File: src/design/arcade_params.svh
`ifndef ARCADE_PARAMS_SVH
`define ARCADE_PARAMS_SVH

// Host option word
`define STATUS_W 32

// Raw joystick word from the host
`define JOY_W 16

`define NUM_PLAYERS 4

// Signed audio sample from the core
`define AUDIO_W 16

// Coin pulse length in video frames
`define COIN_FRAMES 3

// DIP switch bank width
`define DIP_W 8

// Bit positions in the option word
`define OPT_RESET 0
`define OPT_JOYSWAP 6
`define OPT_PAUSE 8
`define OPT_FILTER_OFF 15
`define OPT_DSWA_LO 16
`define OPT_DSWB_LO 24

`endif

File: src/design/arcade_pkg.sv
`default_nettype none

`include "arcade_params.svh"

package arcade_pkg;

	// Same bit order as the low ten bits of a raw joystick word
	typedef struct packed {
		logic [5:0] fire;
		logic       up;
		logic       down;
		logic       left;
		logic       right;
	} player_t;

	// Player 1 in bit 0 of each field
	typedef struct packed {
		logic [`NUM_PLAYERS-1:0] start;
		logic [`NUM_PLAYERS-1:0] coin;
	} cab_ctrl_t;

	// Options as the game core wants them
	typedef struct packed {
		logic [`DIP_W-1:0] dswa;
		logic [`DIP_W-1:0] dswb;
		logic              joyswap;
		logic              pause;
		logic              filter_en;
	} options_t;

	typedef logic signed [`AUDIO_W-1:0] sample_t;

	// Wide enough to hold the full frame count
	typedef logic [$clog2(`COIN_FRAMES + 1)-1:0] frame_cnt_t;

	typedef enum logic {
		ROM_EMPTY,
		ROM_LOADED
	} rom_state_t;

endpackage

`default_nettype wire

File: src/design/arcade_frontend.sv
`timescale 1ns/10ps
`default_nettype none

`include "arcade_params.svh"

module arcade_frontend
	import arcade_pkg::*;
(
	input  logic                                clk_sys,
	input  logic                                rst_n_i,
	input  logic [`STATUS_W-1:0]                status_i,
	input  logic [1:0]                          buttons_i,
	input  logic                                download_i,
	input  logic [`NUM_PLAYERS-1:0][`JOY_W-1:0] joystick_i,
	input  logic                                vblank_i,
	input  sample_t                             audio_i,
	output logic                                core_reset_o,
	output options_t                            options_o,
	output player_t [`NUM_PLAYERS-1:0]          players_o,
	output logic [`NUM_PLAYERS-1:0]             start_o,
	output logic [`NUM_PLAYERS-1:0]             coin_o,
	output logic                                audio_l_o,
	output logic                                audio_r_o
);

	logic      soft_reset;
	cab_ctrl_t cab;
	logic      dac_bit;

	// DIP banks are active low in the option word
	always_comb begin
		options_o.dswa      = ~status_i[`OPT_DSWA_LO +: `DIP_W];
		options_o.dswb      = ~status_i[`OPT_DSWB_LO +: `DIP_W];
		options_o.joyswap   = status_i[`OPT_JOYSWAP];
		options_o.pause     = status_i[`OPT_PAUSE];
		options_o.filter_en = ~status_i[`OPT_FILTER_OFF];
	end

	// Menu reset or the cabinet reset button
	assign soft_reset = status_i[`OPT_RESET] | buttons_i[1];

	reset_ctrl u_reset (
		.clk_sys      (clk_sys),
		.rst_n_i      (rst_n_i),
		.download_i   (download_i),
		.soft_reset_i (soft_reset),
		.core_reset_o (core_reset_o)
	);

	player_map u_players (
		.clk_sys    (clk_sys),
		.rst_n_i    (rst_n_i),
		.joystick_i (joystick_i),
		.joyswap_i  (options_o.joyswap),
		.players_o  (players_o),
		.cab_o      (cab)
	);

	assign start_o = cab.start;

	// one pulse generator per coin slot
	for (genvar i = 0; i < `NUM_PLAYERS; i++) begin : g_coin
		coin_pulse u_coin (
			.clk_sys  (clk_sys),
			.rst_n_i  (rst_n_i),
			.button_i (cab.coin[i]),
			.vblank_i (vblank_i),
			.pulse_o  (coin_o[i])
		);
	end

	sigma_delta_dac u_dac (
		.clk_sys  (clk_sys),
		.rst_n_i  (rst_n_i),
		.sample_i (audio_i),
		.dac_o    (dac_bit)
	);

	// Mono source, same stream on both speakers
	assign audio_l_o = dac_bit;
	assign audio_r_o = dac_bit;

endmodule

`default_nettype wire

File: src/design/coin_pulse.sv
`timescale 1ns/10ps
`default_nettype none

`include "arcade_params.svh"

module coin_pulse
	import arcade_pkg::*;
(
	input  logic clk_sys,
	input  logic rst_n_i,
	input  logic button_i,
	input  logic vblank_i,
	output logic pulse_o
);

	logic       button_q;
	logic       vblank_q;
	logic       press;
	logic       vblank_rise;
	frame_cnt_t frames_left;
	frame_cnt_t edges_seen;

	assign press       = button_i & ~button_q;
	assign vblank_rise = vblank_i & ~vblank_q;

	always_ff @(posedge clk_sys) begin
		if (!rst_n_i) begin
			button_q <= 1'b0;
			vblank_q <= 1'b0;
		end else begin
			button_q <= button_i;
			vblank_q <= vblank_i;
		end
	end

	// Pulse stays high while frames remain
	always_ff @(posedge clk_sys) begin
		if (!rst_n_i) begin
			frames_left <= '0;
		end else if (!pulse_o) begin
			if (press) begin
				frames_left <= frame_cnt_t'(`COIN_FRAMES);
			end
		end else if (vblank_rise) begin
			frames_left <= frames_left - 1'b1;
		end
	end

	assign pulse_o = (frames_left != '0);

	// Counts up frames seen during the pulse
	always_ff @(posedge clk_sys) begin
		if (!rst_n_i || !pulse_o) begin
			edges_seen <= '0;
		end else if (vblank_rise) begin
			edges_seen <= edges_seen + 1'b1;
		end
	end

	a_pulse_frames: assert property (@(posedge clk_sys) disable iff (!rst_n_i)
		pulse_o |-> edges_seen < frame_cnt_t'(`COIN_FRAMES));

endmodule

`default_nettype wire

File: src/design/player_map.sv
`timescale 1ns/10ps
`default_nettype none

`include "arcade_params.svh"

module player_map
	import arcade_pkg::*;
(
	input  logic                                clk_sys,
	input  logic                                rst_n_i,
	input  logic [`NUM_PLAYERS-1:0][`JOY_W-1:0] joystick_i,
	input  logic                                joyswap_i,
	output player_t [`NUM_PLAYERS-1:0]          players_o,
	output cab_ctrl_t                           cab_o
);

	// Cabinet buttons in the raw word
	localparam int unsigned JOY_START = 10;
	localparam int unsigned JOY_COIN  = 11;
	localparam int unsigned CTRL_W    = $bits(player_t);

	logic [`NUM_PLAYERS-1:0][`JOY_W-1:0] raw;
	player_t [`NUM_PLAYERS-1:0]          players_d;
	cab_ctrl_t                           cab_d;

	// Player 1 and 2 exchange places on request
	always_comb begin
		raw = joystick_i;
		if (joyswap_i) begin
			raw[0] = joystick_i[1];
			raw[1] = joystick_i[0];
		end
	end

	always_comb begin
		cab_d = '0;
		for (int p = 0; p < `NUM_PLAYERS; p++) begin
			players_d[p]   = player_t'(raw[p][CTRL_W-1:0]);
			cab_d.start[p] = raw[p][JOY_START];
			cab_d.coin[p]  = raw[p][JOY_COIN];
		end
	end

	always_ff @(posedge clk_sys) begin
		if (!rst_n_i) begin
			players_o <= '0;
			cab_o     <= '0;
		end else begin
			players_o <= players_d;
			cab_o     <= cab_d;
		end
	end

endmodule

`default_nettype wire

File: src/design/reset_ctrl.sv
`timescale 1ns/10ps
`default_nettype none

module reset_ctrl
	import arcade_pkg::*;
(
	input  logic clk_sys,
	input  logic rst_n_i,
	input  logic download_i,
	input  logic soft_reset_i,
	output logic core_reset_o
);

	logic       download_q;
	rom_state_t rom_state;
	logic       download_fall;

	assign download_fall = download_q & ~download_i;

	always_ff @(posedge clk_sys) begin
		if (!rst_n_i) begin
			download_q <= 1'b0;
		end else begin
			download_q <= download_i;
		end
	end

	// Sticky until the next board reset
	always_ff @(posedge clk_sys) begin
		if (!rst_n_i) begin
			rom_state <= ROM_EMPTY;
		end else if (download_fall) begin
			rom_state <= ROM_LOADED;
		end
	end

	// Core held in reset until a ROM image is in place
	always_ff @(posedge clk_sys) begin
		if (!rst_n_i) begin
			core_reset_o <= 1'b1;
		end else begin
			core_reset_o <= download_i | soft_reset_i | (rom_state != ROM_LOADED);
		end
	end

	a_reset_during_download: assert property (@(posedge clk_sys) disable iff (!rst_n_i)
		download_i |=> core_reset_o);

endmodule

`default_nettype wire

File: src/design/sigma_delta_dac.sv
`timescale 1ns/10ps
`default_nettype none

`include "arcade_params.svh"

module sigma_delta_dac
	import arcade_pkg::*;
(
	input  logic    clk_sys,
	input  logic    rst_n_i,
	input  sample_t sample_i,
	output logic    dac_o
);

	logic [`AUDIO_W-1:0] offset;
	logic [`AUDIO_W-1:0] acc;
	logic [`AUDIO_W:0]   sum;

	// Two's complement to offset binary
	assign offset = {~sample_i[`AUDIO_W-1], sample_i[`AUDIO_W-2:0]};

	assign sum = {1'b0, acc} + {1'b0, offset};

	// Carry out forms the bit stream whose density tracks the sample
	always_ff @(posedge clk_sys) begin
		if (!rst_n_i) begin
			acc   <= '0;
			dac_o <= 1'b0;
		end else begin
			acc   <= sum[`AUDIO_W-1:0];
			dac_o <= sum[`AUDIO_W];
		end
	end

endmodule

`default_nettype wire

File: config.mk
export PLATFORM = sky130hd
export DESIGN_NAME = arcade_frontend
export DESIGN_NICKNAME = d
export VERILOG_FILES = /design/src/design/arcade_pkg.sv /design/src/design/arcade_frontend.sv /design/src/design/coin_pulse.sv /design/src/design/player_map.sv /design/src/design/reset_ctrl.sv /design/src/design/sigma_delta_dac.sv
export VERILOG_INCLUDE_DIRS = /design/src /design/src/design
export SDC_FILE = /design/constraint.sdc
export NUM_CORES = 1
export LEC_CHECK = 0
export BUFFER_PORTS_ARGS = -buffer_cell sky130_fd_sc_hd__clkbuf_2
export CAP_MARGIN = 5
export CELL_PAD_IN_SITES_DETAIL_PLACEMENT = 1
export CELL_PAD_IN_SITES_GLOBAL_PLACEMENT = 1
export CORE_MARGIN = 3
export CORE_UTILIZATION = 33
export CTS_BUF_LIST = sky130_fd_sc_hd__clkbuf_4 sky130_fd_sc_hd__clkbuf_8
export DETAILED_ROUTE_END_ITERATION = 8
export GPL_TIMING_DRIVEN = 0
export PLACE_DENSITY_LB_ADDON = 0.15
export SYNTH_ARGS = -nofsm -noshare
export SYNTH_HDL_FRONTEND = slang
export SYNTH_SLANG_ARGS = --single-unit
File: constraint.sdc
create_clock -name clk_sys -period 2.58 [get_ports clk_sys]
set_clock_uncertainty 0.1 [all_clocks]
set_input_delay 0.516 -clock clk_sys [delete_from_list [all_inputs] [get_ports clk_sys]]
set_output_delay 0.516 -clock clk_sys [all_outputs]
set_load 0.03 [all_outputs]
Yosys cells after proc, flatten, opt, wreduce, memory -nomap -nowiden
Index checks and enable logic that the tools add are counted.

Add/subtract/negate cells: 5. Reductions and logical operators: 12. Bitwise logic cells: 20. Equal/unequal tests: 4. Multiplexer cells: 13.

Operators with widths (count): 28-bit two-way mux (1); 2-bit two-way mux (12); 16-bit by 16-bit adder with 17-bit output (1); 8-bit NOT (2); 2-bit nonzero test (8); 1-bit NOT (9); 2-bit != test, second input constant (4); 2-bit AND reduction (4); 2-bit by 1-bit subtractor with 2-bit output, second input constant (4); 1-bit AND (6); 1-bit OR (3).

Input port bits: 118. Flip-flop bits (word level): 81. Logic and storage cells: 90.

Logic depth before layout (Yosys ltp)
Gate-level depths: netlist (run 1).

Word-level depth: 4. Mapped depth: 7. Mapped depth without buffers: 7.

Cells and area by module
From an unflattened synthesis (run 1), not the netlist that was laid out.

Cell total of the unflattened synthesis: 374. Area total of the unflattened synthesis: 3767.4 sq um.

Modules (own cells, without submodules): player_map (cells each 128, area each 1575.3 sq um, instances 1); sigma_delta_dac (cells each 146, area each 1287.5 sq um, instances 1); coin_pulse (cells each 18, area each 180.2 sq um, instances 4); arcade_frontend (cells each 21, area each 92.6 sq um, instances 1); reset_ctrl (cells each 7, area each 91.3 sq um, instances 1).

Least setup slack after synthesis (run 1)
Ideal clock, no wire load.

Path type: in2reg. Start point: input audio_i[0]. End point: register u_dac.acc[8]. Data required time: 2.365 ns. Stages: 7. Arrival: 2.018 ns. Setup time: 0.115 ns. Buffers on the path: 0. Path slack: 0.347 ns. Cell sequence: ha_1 -> fa_1 -> a21o_1 -> a221oi_4 -> o21ai_1 -> xor2_1 -> and2_1.

Longest elaborated chain between the ends: 1.

Ends and longest elaborated chain: from (decl) (line arcade_frontend.sv:16) `input sample_t audio_i,`; 16-bit by 16-bit adder with 17-bit output (line sigma_delta_dac.sv:22) `assign sum = {1'b0, acc} + {1'b0, offset};`; to (signal assigned) (line sigma_delta_dac.sv:30) `` acc <= sum[`AUDIO_W-1:0]; ``; to (decl) (line sigma_delta_dac.sv:16) `` logic [`AUDIO_W-1:0] acc; ``.

Every way passes these cells. A chain may end at the register's enable or synchronous reset.

Final worst setup path (run 1)
Start point: register u_dac.acc[0]. End point: register u_dac.dac_o.

Longest elaborated chain between the ends: 1.

Ends and longest elaborated chain: 16-bit by 16-bit adder with 17-bit output (line sigma_delta_dac.sv:22); to (signal assigned) (line sigma_delta_dac.sv:31) `` dac_o <= sum[`AUDIO_W]; ``; to (decl) (line sigma_delta_dac.sv:12) `output logic dac_o`.

Every way passes these cells.

==> results.md, run 1 <==
- Status: finished, final reports clean
- CTS Buf Count: 9
- Synth top area share: 0.466
- DRC Markers: 0
- Bufs on Longest Clock Path: 2
- Max Fclk: ~470 MHz
- Met2 Wirelength: 4340 µm
- P_int: 2.51 mW
- Worst min-delay path class: in2reg
- Post-Route Setup TNS: 0 ns
- Synth Register Bits: roughly 80
- Yosys cell types: 39
- Worst VDD drop: ~0.26 mV
- Placed cells: around 640
- Clk_lat worst skew: approximately 0.36 ns
- Antenna violations before repair: 0
- Syn-to-layout area delta: 32.7%
- Nets: 655
- CTS hold repair buffers: 0
- Top sig layer: met4
- Net Sw Power: approximately 1.3 mW
- Root buf cell: clkbuf_8
- H-tree levels: 3
- Initial drt markers: 38
- Area leader, netlist: dfxtp_1
- # clock sinks: between 80 and 90
- Vias per Instance: 4.48
- Clk pwr share: 0.246
- Critical path fanouts, max: 4
- Largest net degree at the start of global routing: 14
- Vias in the first global route: between 3000 and 4000
- Maxcap violations: 0
- Post-cts resize count: 0
- Vias post-DR: between 2000 and 3000
- DRT met1 WL: roughly 3300 µm
- Worst setup EP type: register
- Static Leakage: approximately 2.4 nW
- GRT Total Usage: 0.149
- Routed len/inst: approximately 13 µm
- RD Place Congestion: 0.766
- Overflow after GRT: 0
- Ports: 188
- CTS tree: yes
- Pre-CTS WS: approximately 0.079 ns
- Hold Violations, Final: 0
- Switching Fraction: 0.339
- Post-synthesis sequential area ratio: 0.466
- Core ar.: 10000 µm²
- DRT Wirelength: 8370 µm
- # rows: 36
- PD cells: about 820 nW/µm²
- Synth warn: 0
- Sequential Power Share: 0.391
- Avg Inst Size Synth: about 10 µm²
- Diode count: 0
- Commonest non-fill, non-tap cell in the layout: clkbuf_2
- PnR worst setup slack: 0.434 ns
- Critical path required time: about 2.7 ns
- CP Class: reg2reg
- Slew headroom: 0.634
- Die ar.: 11800 µm²
- Initial core utilization: 0.348
- Setup bufs post-CTS: 0
- Die H: 109 µm
- Post-synthesis cell count: 350
- Cell Area, Synth: between 3000 and 4000 µm²
- Slew Limit Fails: 0
- Comb power frac: 0.363
- Final Non-Filler Cells: approximately 650
- IO buf count: 155
- Worst Path Arrival: approximately 2.3 ns
- Minimum clock period: ~2.1 ns
- RSZ-0062 raised after global routing: false
- Drt pass-1 iters: 4
- Syn_nets: between 400 and 500
- Setup crit start kind: register
- Synth area leaders: dfxtp_1 47%, mux2i_1 8.1%, and2_1 7.9%
- Die width: roughly 110 µm
- DPL Wire Length: around 6700 µm
- Total power: roughly 3.8 mW
- Met3 wire len: ~520 µm
- Clock transition at path regs: 0.08 ns
- Worst-Margin Slew: between 0.5 and 0.6 ns
- Layout cells sized above 1: 0.357
- Tcrit/Tclk final: 0.832
- Antenna Nets Post-Route: 0
- First-pass GRT wire length: around 14000 µm
- Setup Viol. Count Final: 0
- Most frequent cells in the layout: 155 x clkbuf_2, 81 x dfxtp_1, 44 x and2_1, 30 x inv_1, 28 x mux2i_1
logic make-up (layout without fill, tap and decap cells):
kind of cell | count (synthesis) | in the layout | share of synthesized area
and+or+nand+nor | 108 | 108 | 0.178
adders and majority gates | 21 | 21 | 0.0777
DFF | 81 | 81 | 0.466
buffers and inverters | 50 | 221 | 0.0622
AOI/OAI and AO/OA | 52 | 52 | 0.111
muxes | 28 | 28 | 0.0805
xor gates and xnor gates | 10 | 10 | 0.0252
layout make-up:
type                       instances  area [µm²]
fill                            1253        5380
clock inverter                     6        57.6
multi-input combinational        219        1640
tap                              133         166
inverter                          30         113
buffer                            20         104
timing repair buffer             155         776
clock buffer                      10         138
sequential                        81        1620
through the flow:
| stage | util | area, µm² | hold slack, ns |
|---|---|---|---|
| floorplan | - | 3480 | 0.258 |
| global placement | 0.442 | 4420 | 0.268 |
| detailed placement | 0.442 | 4420 | 0.270 |
| CTS | 0.462 | 4620 | 0.240 |
| global route | 0.462 | 4620 | 0.253 |
| finish | 0.462 | 4620 | 0.263 |
flip-flops by register name, indices dropped and copies added (netlist names):
| register | count |
|---|---|
| g_coin.u_coin.vblank_q | 1 |
| u_dac.dac_o | 1 |
| g_coin.u_coin.button_q | 4 |
| u_dac.acc | 16 |
| u_reset.download_q | 1 |
| u_reset.rom_state | 1 |
| u_players.cab_o | 8 |
| u_reset.core_reset_o | 1 |
| g_coin.u_coin.frames_left | 8 |
| u_players.players_o | 40 |
worst paths after layout:
check | startpoint | to | slack (ns) | depth (start not counted)
worst max-delay path | u_dac.acc[0] | u_dac.dac_o | 0.43 | 7
worst min-delay path | joystick_i[59] | u_players.cab_o[3] | 0.26 | 2
worst max register to register | u_dac.acc[0] | u_dac.dac_o | 0.43 | 7
worst min register to register | u_reset.rom_state | u_reset.core_reset_o | 0.29 | 1
power by group through the flow:
| stage | registers (mW) | logic, mW | clock network (mW) |
|---|---|---|---|
| 2_1_floorplan | 1.59 | 0.966 | 0 |
| 3_3_place_gp | 1.51 | 1.35 | 0 |
| 4_1_cts | 1.49 | 1.40 | 0.974 |
| 5_1_grt | 1.50 | 1.56 | 1.03 |
| 3_5_place_dp | 1.51 | 1.39 | 0 |
| 6_report | 1.48 | 1.38 | 0.932 |
routing by layer:
layer / GRT usage / up-vias
met5: 0 / -
met4: 0.0730 / 0
met3: 0.0343 / 11
met2: 0.268 / 83
met1: 0.165 / 1366
li1: - / 1471
critical path, stage by stage (launching register included):
cell	delay, ns
dfxtp_1	0.31
ha_1	0.21
fa_1	0.42
a21o_1	0.22
a221oi_4	0.33
o21ba_4	0.23
o21ai_1	0.08
and2_1	0.16
cell usage after synthesis:
library cell  count
o21a_1            2
inv_1            30
o221ai_1          1
xnor2_1           7
nor4b_1           1
o21bai_1          1
a211oi_1          1
o31a_1            1
and3_4            1
mux2i_1          28
and3_1            2
nor2b_1          25
a31oi_1           1
o211a_1           4
a31oi_2           1
and2_1           44
a221oi_4          1
a21o_1            6
nand2_1          26
buf_2             2
and4_1            1
a21boi_0          4
o21ai_1           5
a211oi_2          1
a21oi_1          10
clkbuf_1         11
o21ba_4           1
buf_4             7
dfxtp_1          81
o211ai_1          1
o21ai_0           6
xor2_1            3
o22ai_1           4
nand4_1           1
o21bai_2          1
fa_1              1
ha_1             20
nand3_1           2
nand2b_1          5
Power figures use the tool's default switching activity.
==> run 2, diff against run 1 <==
clock period = 2 ns   (was 2.58 ns; I/O delays follow)
==> results.md, run 2 (synthesis results as in run 1) <==
- Cells along the critical path: ha_4 -> fa_2 -> a21o_1 -> a221oi_4 -> o21ba_4 -> xnor2_1 -> and2_1
- Vias per Instance: 4.48 (about the same)
- Total power: 5.22 mW (+38%)
- Global routing met1 resource utilization: 0.151 (-0.0139)
- Max Fclk: 501 MHz (+7.5%)
- Commonest non-fill, non-tap cell in the layout: clkbuf_2
- Drt pass-1 iters: 4 (unchanged)
- Vias post-DR: 2943 (+0.41%)
- Hold Violations, Final: 0 (unchanged)
- GRT Total Usage: 0.149 (about the same)
- Critical path required time: 2.17 ns (-0.56 ns)
- Net Sw Power: 1.70 mW (+32%)
- Largest net degree at the start of global routing: 15 (+1)
- Die width: 109 µm (unchanged)
- Worst Path Arrival: 2.17 ns (-0.13 ns)
- CP Class: reg2reg
- Diode count: 0 (unchanged)
- Critical path fanouts, max: 4 (unchanged)
- Antenna violations before repair: 0 (unchanged)
- Setup Viol. Count Final: 0 (unchanged)
- Fillers: 1198 (-4.4%)
- WHS Path Cells: 2 (unchanged)
- PD cells: 1110 nW/µm² (+35%)
- Initial core utilization: 0.348 (unchanged)
- Syn-to-layout area delta: 35.6%
- CTS tree: yes
- Die ar.: 11800 µm² (unchanged)
- Die H: 109 µm (unchanged)
- Setup crit start kind: register
- Clk pwr share: 0.286 (+0.040)
- Number of cells on the critical path: 7 (unchanged)
- Multi-input logic area: 1660 µm² (+1.4%)
- Root buf cell: clkbuf_8
- Top reg by flops: u_players.players_o
- Biggest regs: u_players.players_o (40), u_dac.acc (16)
- Core ar.: 10000 µm² (unchanged)
- Static Leakage: 2.46 nW (+1.8%)
- Clk_lat worst skew: 0.36 ns (about the same)
- # clock sinks: 81 (unchanged)
- DRC Markers: 0 (unchanged)
- Nets: 658 (+0.46%)
- Maxcap violations: 0 (unchanged)
- Overflow after GRT: 0 (unchanged)
- H-tree levels: 3 (unchanged)
- CTS hold repair buffers: 0 (unchanged)
- P_int: 3.52 mW (+41%)
- Sequential Power Share: 0.367 (-0.024)
- Tcrit/Tclk final: 0.999 (+0.167)
- Delay-heaviest family, CP: compound AO/OA/AOI/OAI gates
- Slew headroom: 0.636 (+0.00196)
- Status: finished, final reports clean
- Fin util: 0.472 (+0.0101)
- Routed len/inst: 12.9 µm (+0.60%)
- Met3 Use GR: 0.0444 (+0.0101)
- Worst VDD drop: 0.532 mV (+100%)
- RD Place Congestion: 0.778 (+1.6%)
- # rows: 36 (unchanged)
- Antenna Nets Post-Route: 0 (unchanged)
- Bufs on Longest Clock Path: 2 (unchanged)
- Initial drt markers: 38 (unchanged)
- Minimum clock period: 2.00 ns (-0.149 ns)
- Area taken by flip-flops and latches: 1620 µm² (about the same)
- Ports: 188 (unchanged)
- Met2 usage: 0.274 (+0.00618)
- Pre-CTS WS: -0.324 ns (-0.403 ns)
- Most frequent cells in the layout: 155 x clkbuf_2, 80 x dfxtp_1, 44 x and2_1, 30 x inv_1, 28 x mux2i_1
- DRT Wirelength: 8460 µm (+1.1%)
- RSZ-0062 raised after global routing: true
- PnR worst setup slack: 0.00283 ns (-0.431 ns)
- Critical path's slowest cell: fa_2
- Layout cells sized above 1: 0.370 (+0.0132)
- Vias in the first global route: 3064 (-1.0%)
- Worst path bufs/invs: 0 (unchanged)
- Worst min-delay path class: in2reg
- Slew Limit Fails: 0 (unchanged)
- Reg2Reg Depth: 7 (unchanged)
- First-pass GRT wire length: 13700 µm (-1.3%)
- Max reg flops: 40 (unchanged)
- Slowest stage delay, CP: 0.34 ns (-0.08 ns)
- Switching Fraction: 0.325 (-0.0138)
- IO buf count: 155 (unchanged)
- CTS Buf Count: 9 (unchanged)
- Most used routing layer: met2
- DPL Wire Length: 6730 µm (+1.1%)
- Worst setup EP type: register
- Comb power frac: 0.347 (-0.016)
- Worst-Margin Slew: 0.547 ns (-0.00294 ns)
- Clock transition at path regs: 0.09 ns (about the same)
- Post-Route Setup TNS: 0 ns (unchanged)
run 2: changes by cell type in the layout (fill, tap and decap cells not counted), sizes merged:
| cell | previous run | this run |
|---|---|---|
| inv | 30 | 31 |
| buf | 9 | 12 |
| bufinv | 1 | 3 |
| clkinv | 4 | 2 |
| clkinvlp | 1 | 0 |
run 2: what timing repair did:
action / in CTS / in global routing
hold endpoints to repair: 0 / 0
buffers inserted: 2 / 1
setup endpoints to repair: 5 / 7
gates cloned: 0 / 0
resized for setup: 2 / 1
pin swaps: 4 / 0
run 2: layout make-up:
type	count	area share
Inverter	30	0.0239
Buffer	20	0.0220
Tap cell	133	0.0353
Sequential cell	81	0.344
Clock inverter	6	0.0239
Clock buffer	10	0.0292
Multi-Input combinational cell	219	0.353
Timing Repair Buffer	158	0.169
run 2: power by group through the flow:
stage          Combinational [mW]  Clock, mW  Sequential (mW)
6_report                     1.81       1.49             1.91
5_1_grt                      2.03       1.62             1.94
4_1_cts                      1.83       1.55             1.92
3_5_place_dp                 1.79          0             1.96
3_3_place_gp                 1.75          0             1.94
2_1_floorplan                1.25          0             2.06
run 2: worst paths after layout:
path	start	endpoint	slack, ns
setup / recovery	u_dac.acc[0]	u_dac.acc[12]	0.003
hold / removal	joystick_i[50]	u_players.players_o[32]	0.13
setup reg to reg	u_dac.acc[0]	u_dac.acc[12]	0.003
hold reg to reg	u_reset.rom_state	u_reset.core_reset_o	0.29
run 2: worst reg2reg max path: stages, from the launching register on:
cell and delay (ns):
dfxtp_2 0.33, ha_4 0.15, fa_2 0.34, a21o_1 0.21, a221oi_4 0.32, o21ba_4 0.23, xnor2_1 0.07, and2_1 0.15
run 2: layer usage:
layer / vias to the layer above / routed length, µm
met3: 14 / 533
met5: - / 0
met1: 1375 / 3170
met2: 74 / 4600
met4: 0 / 163
li1: 1480 / -
run 2: through the flow:
step                hold slack [ns]  instances  cell area (µm²)
finish                        0.134        657             4720
global route                  0.109        657             4720
CTS                           0.109        656             4710
detailed placement            0.275        638             4440
global placement              0.272        638             4440
floorplan                     0.258        350             3490
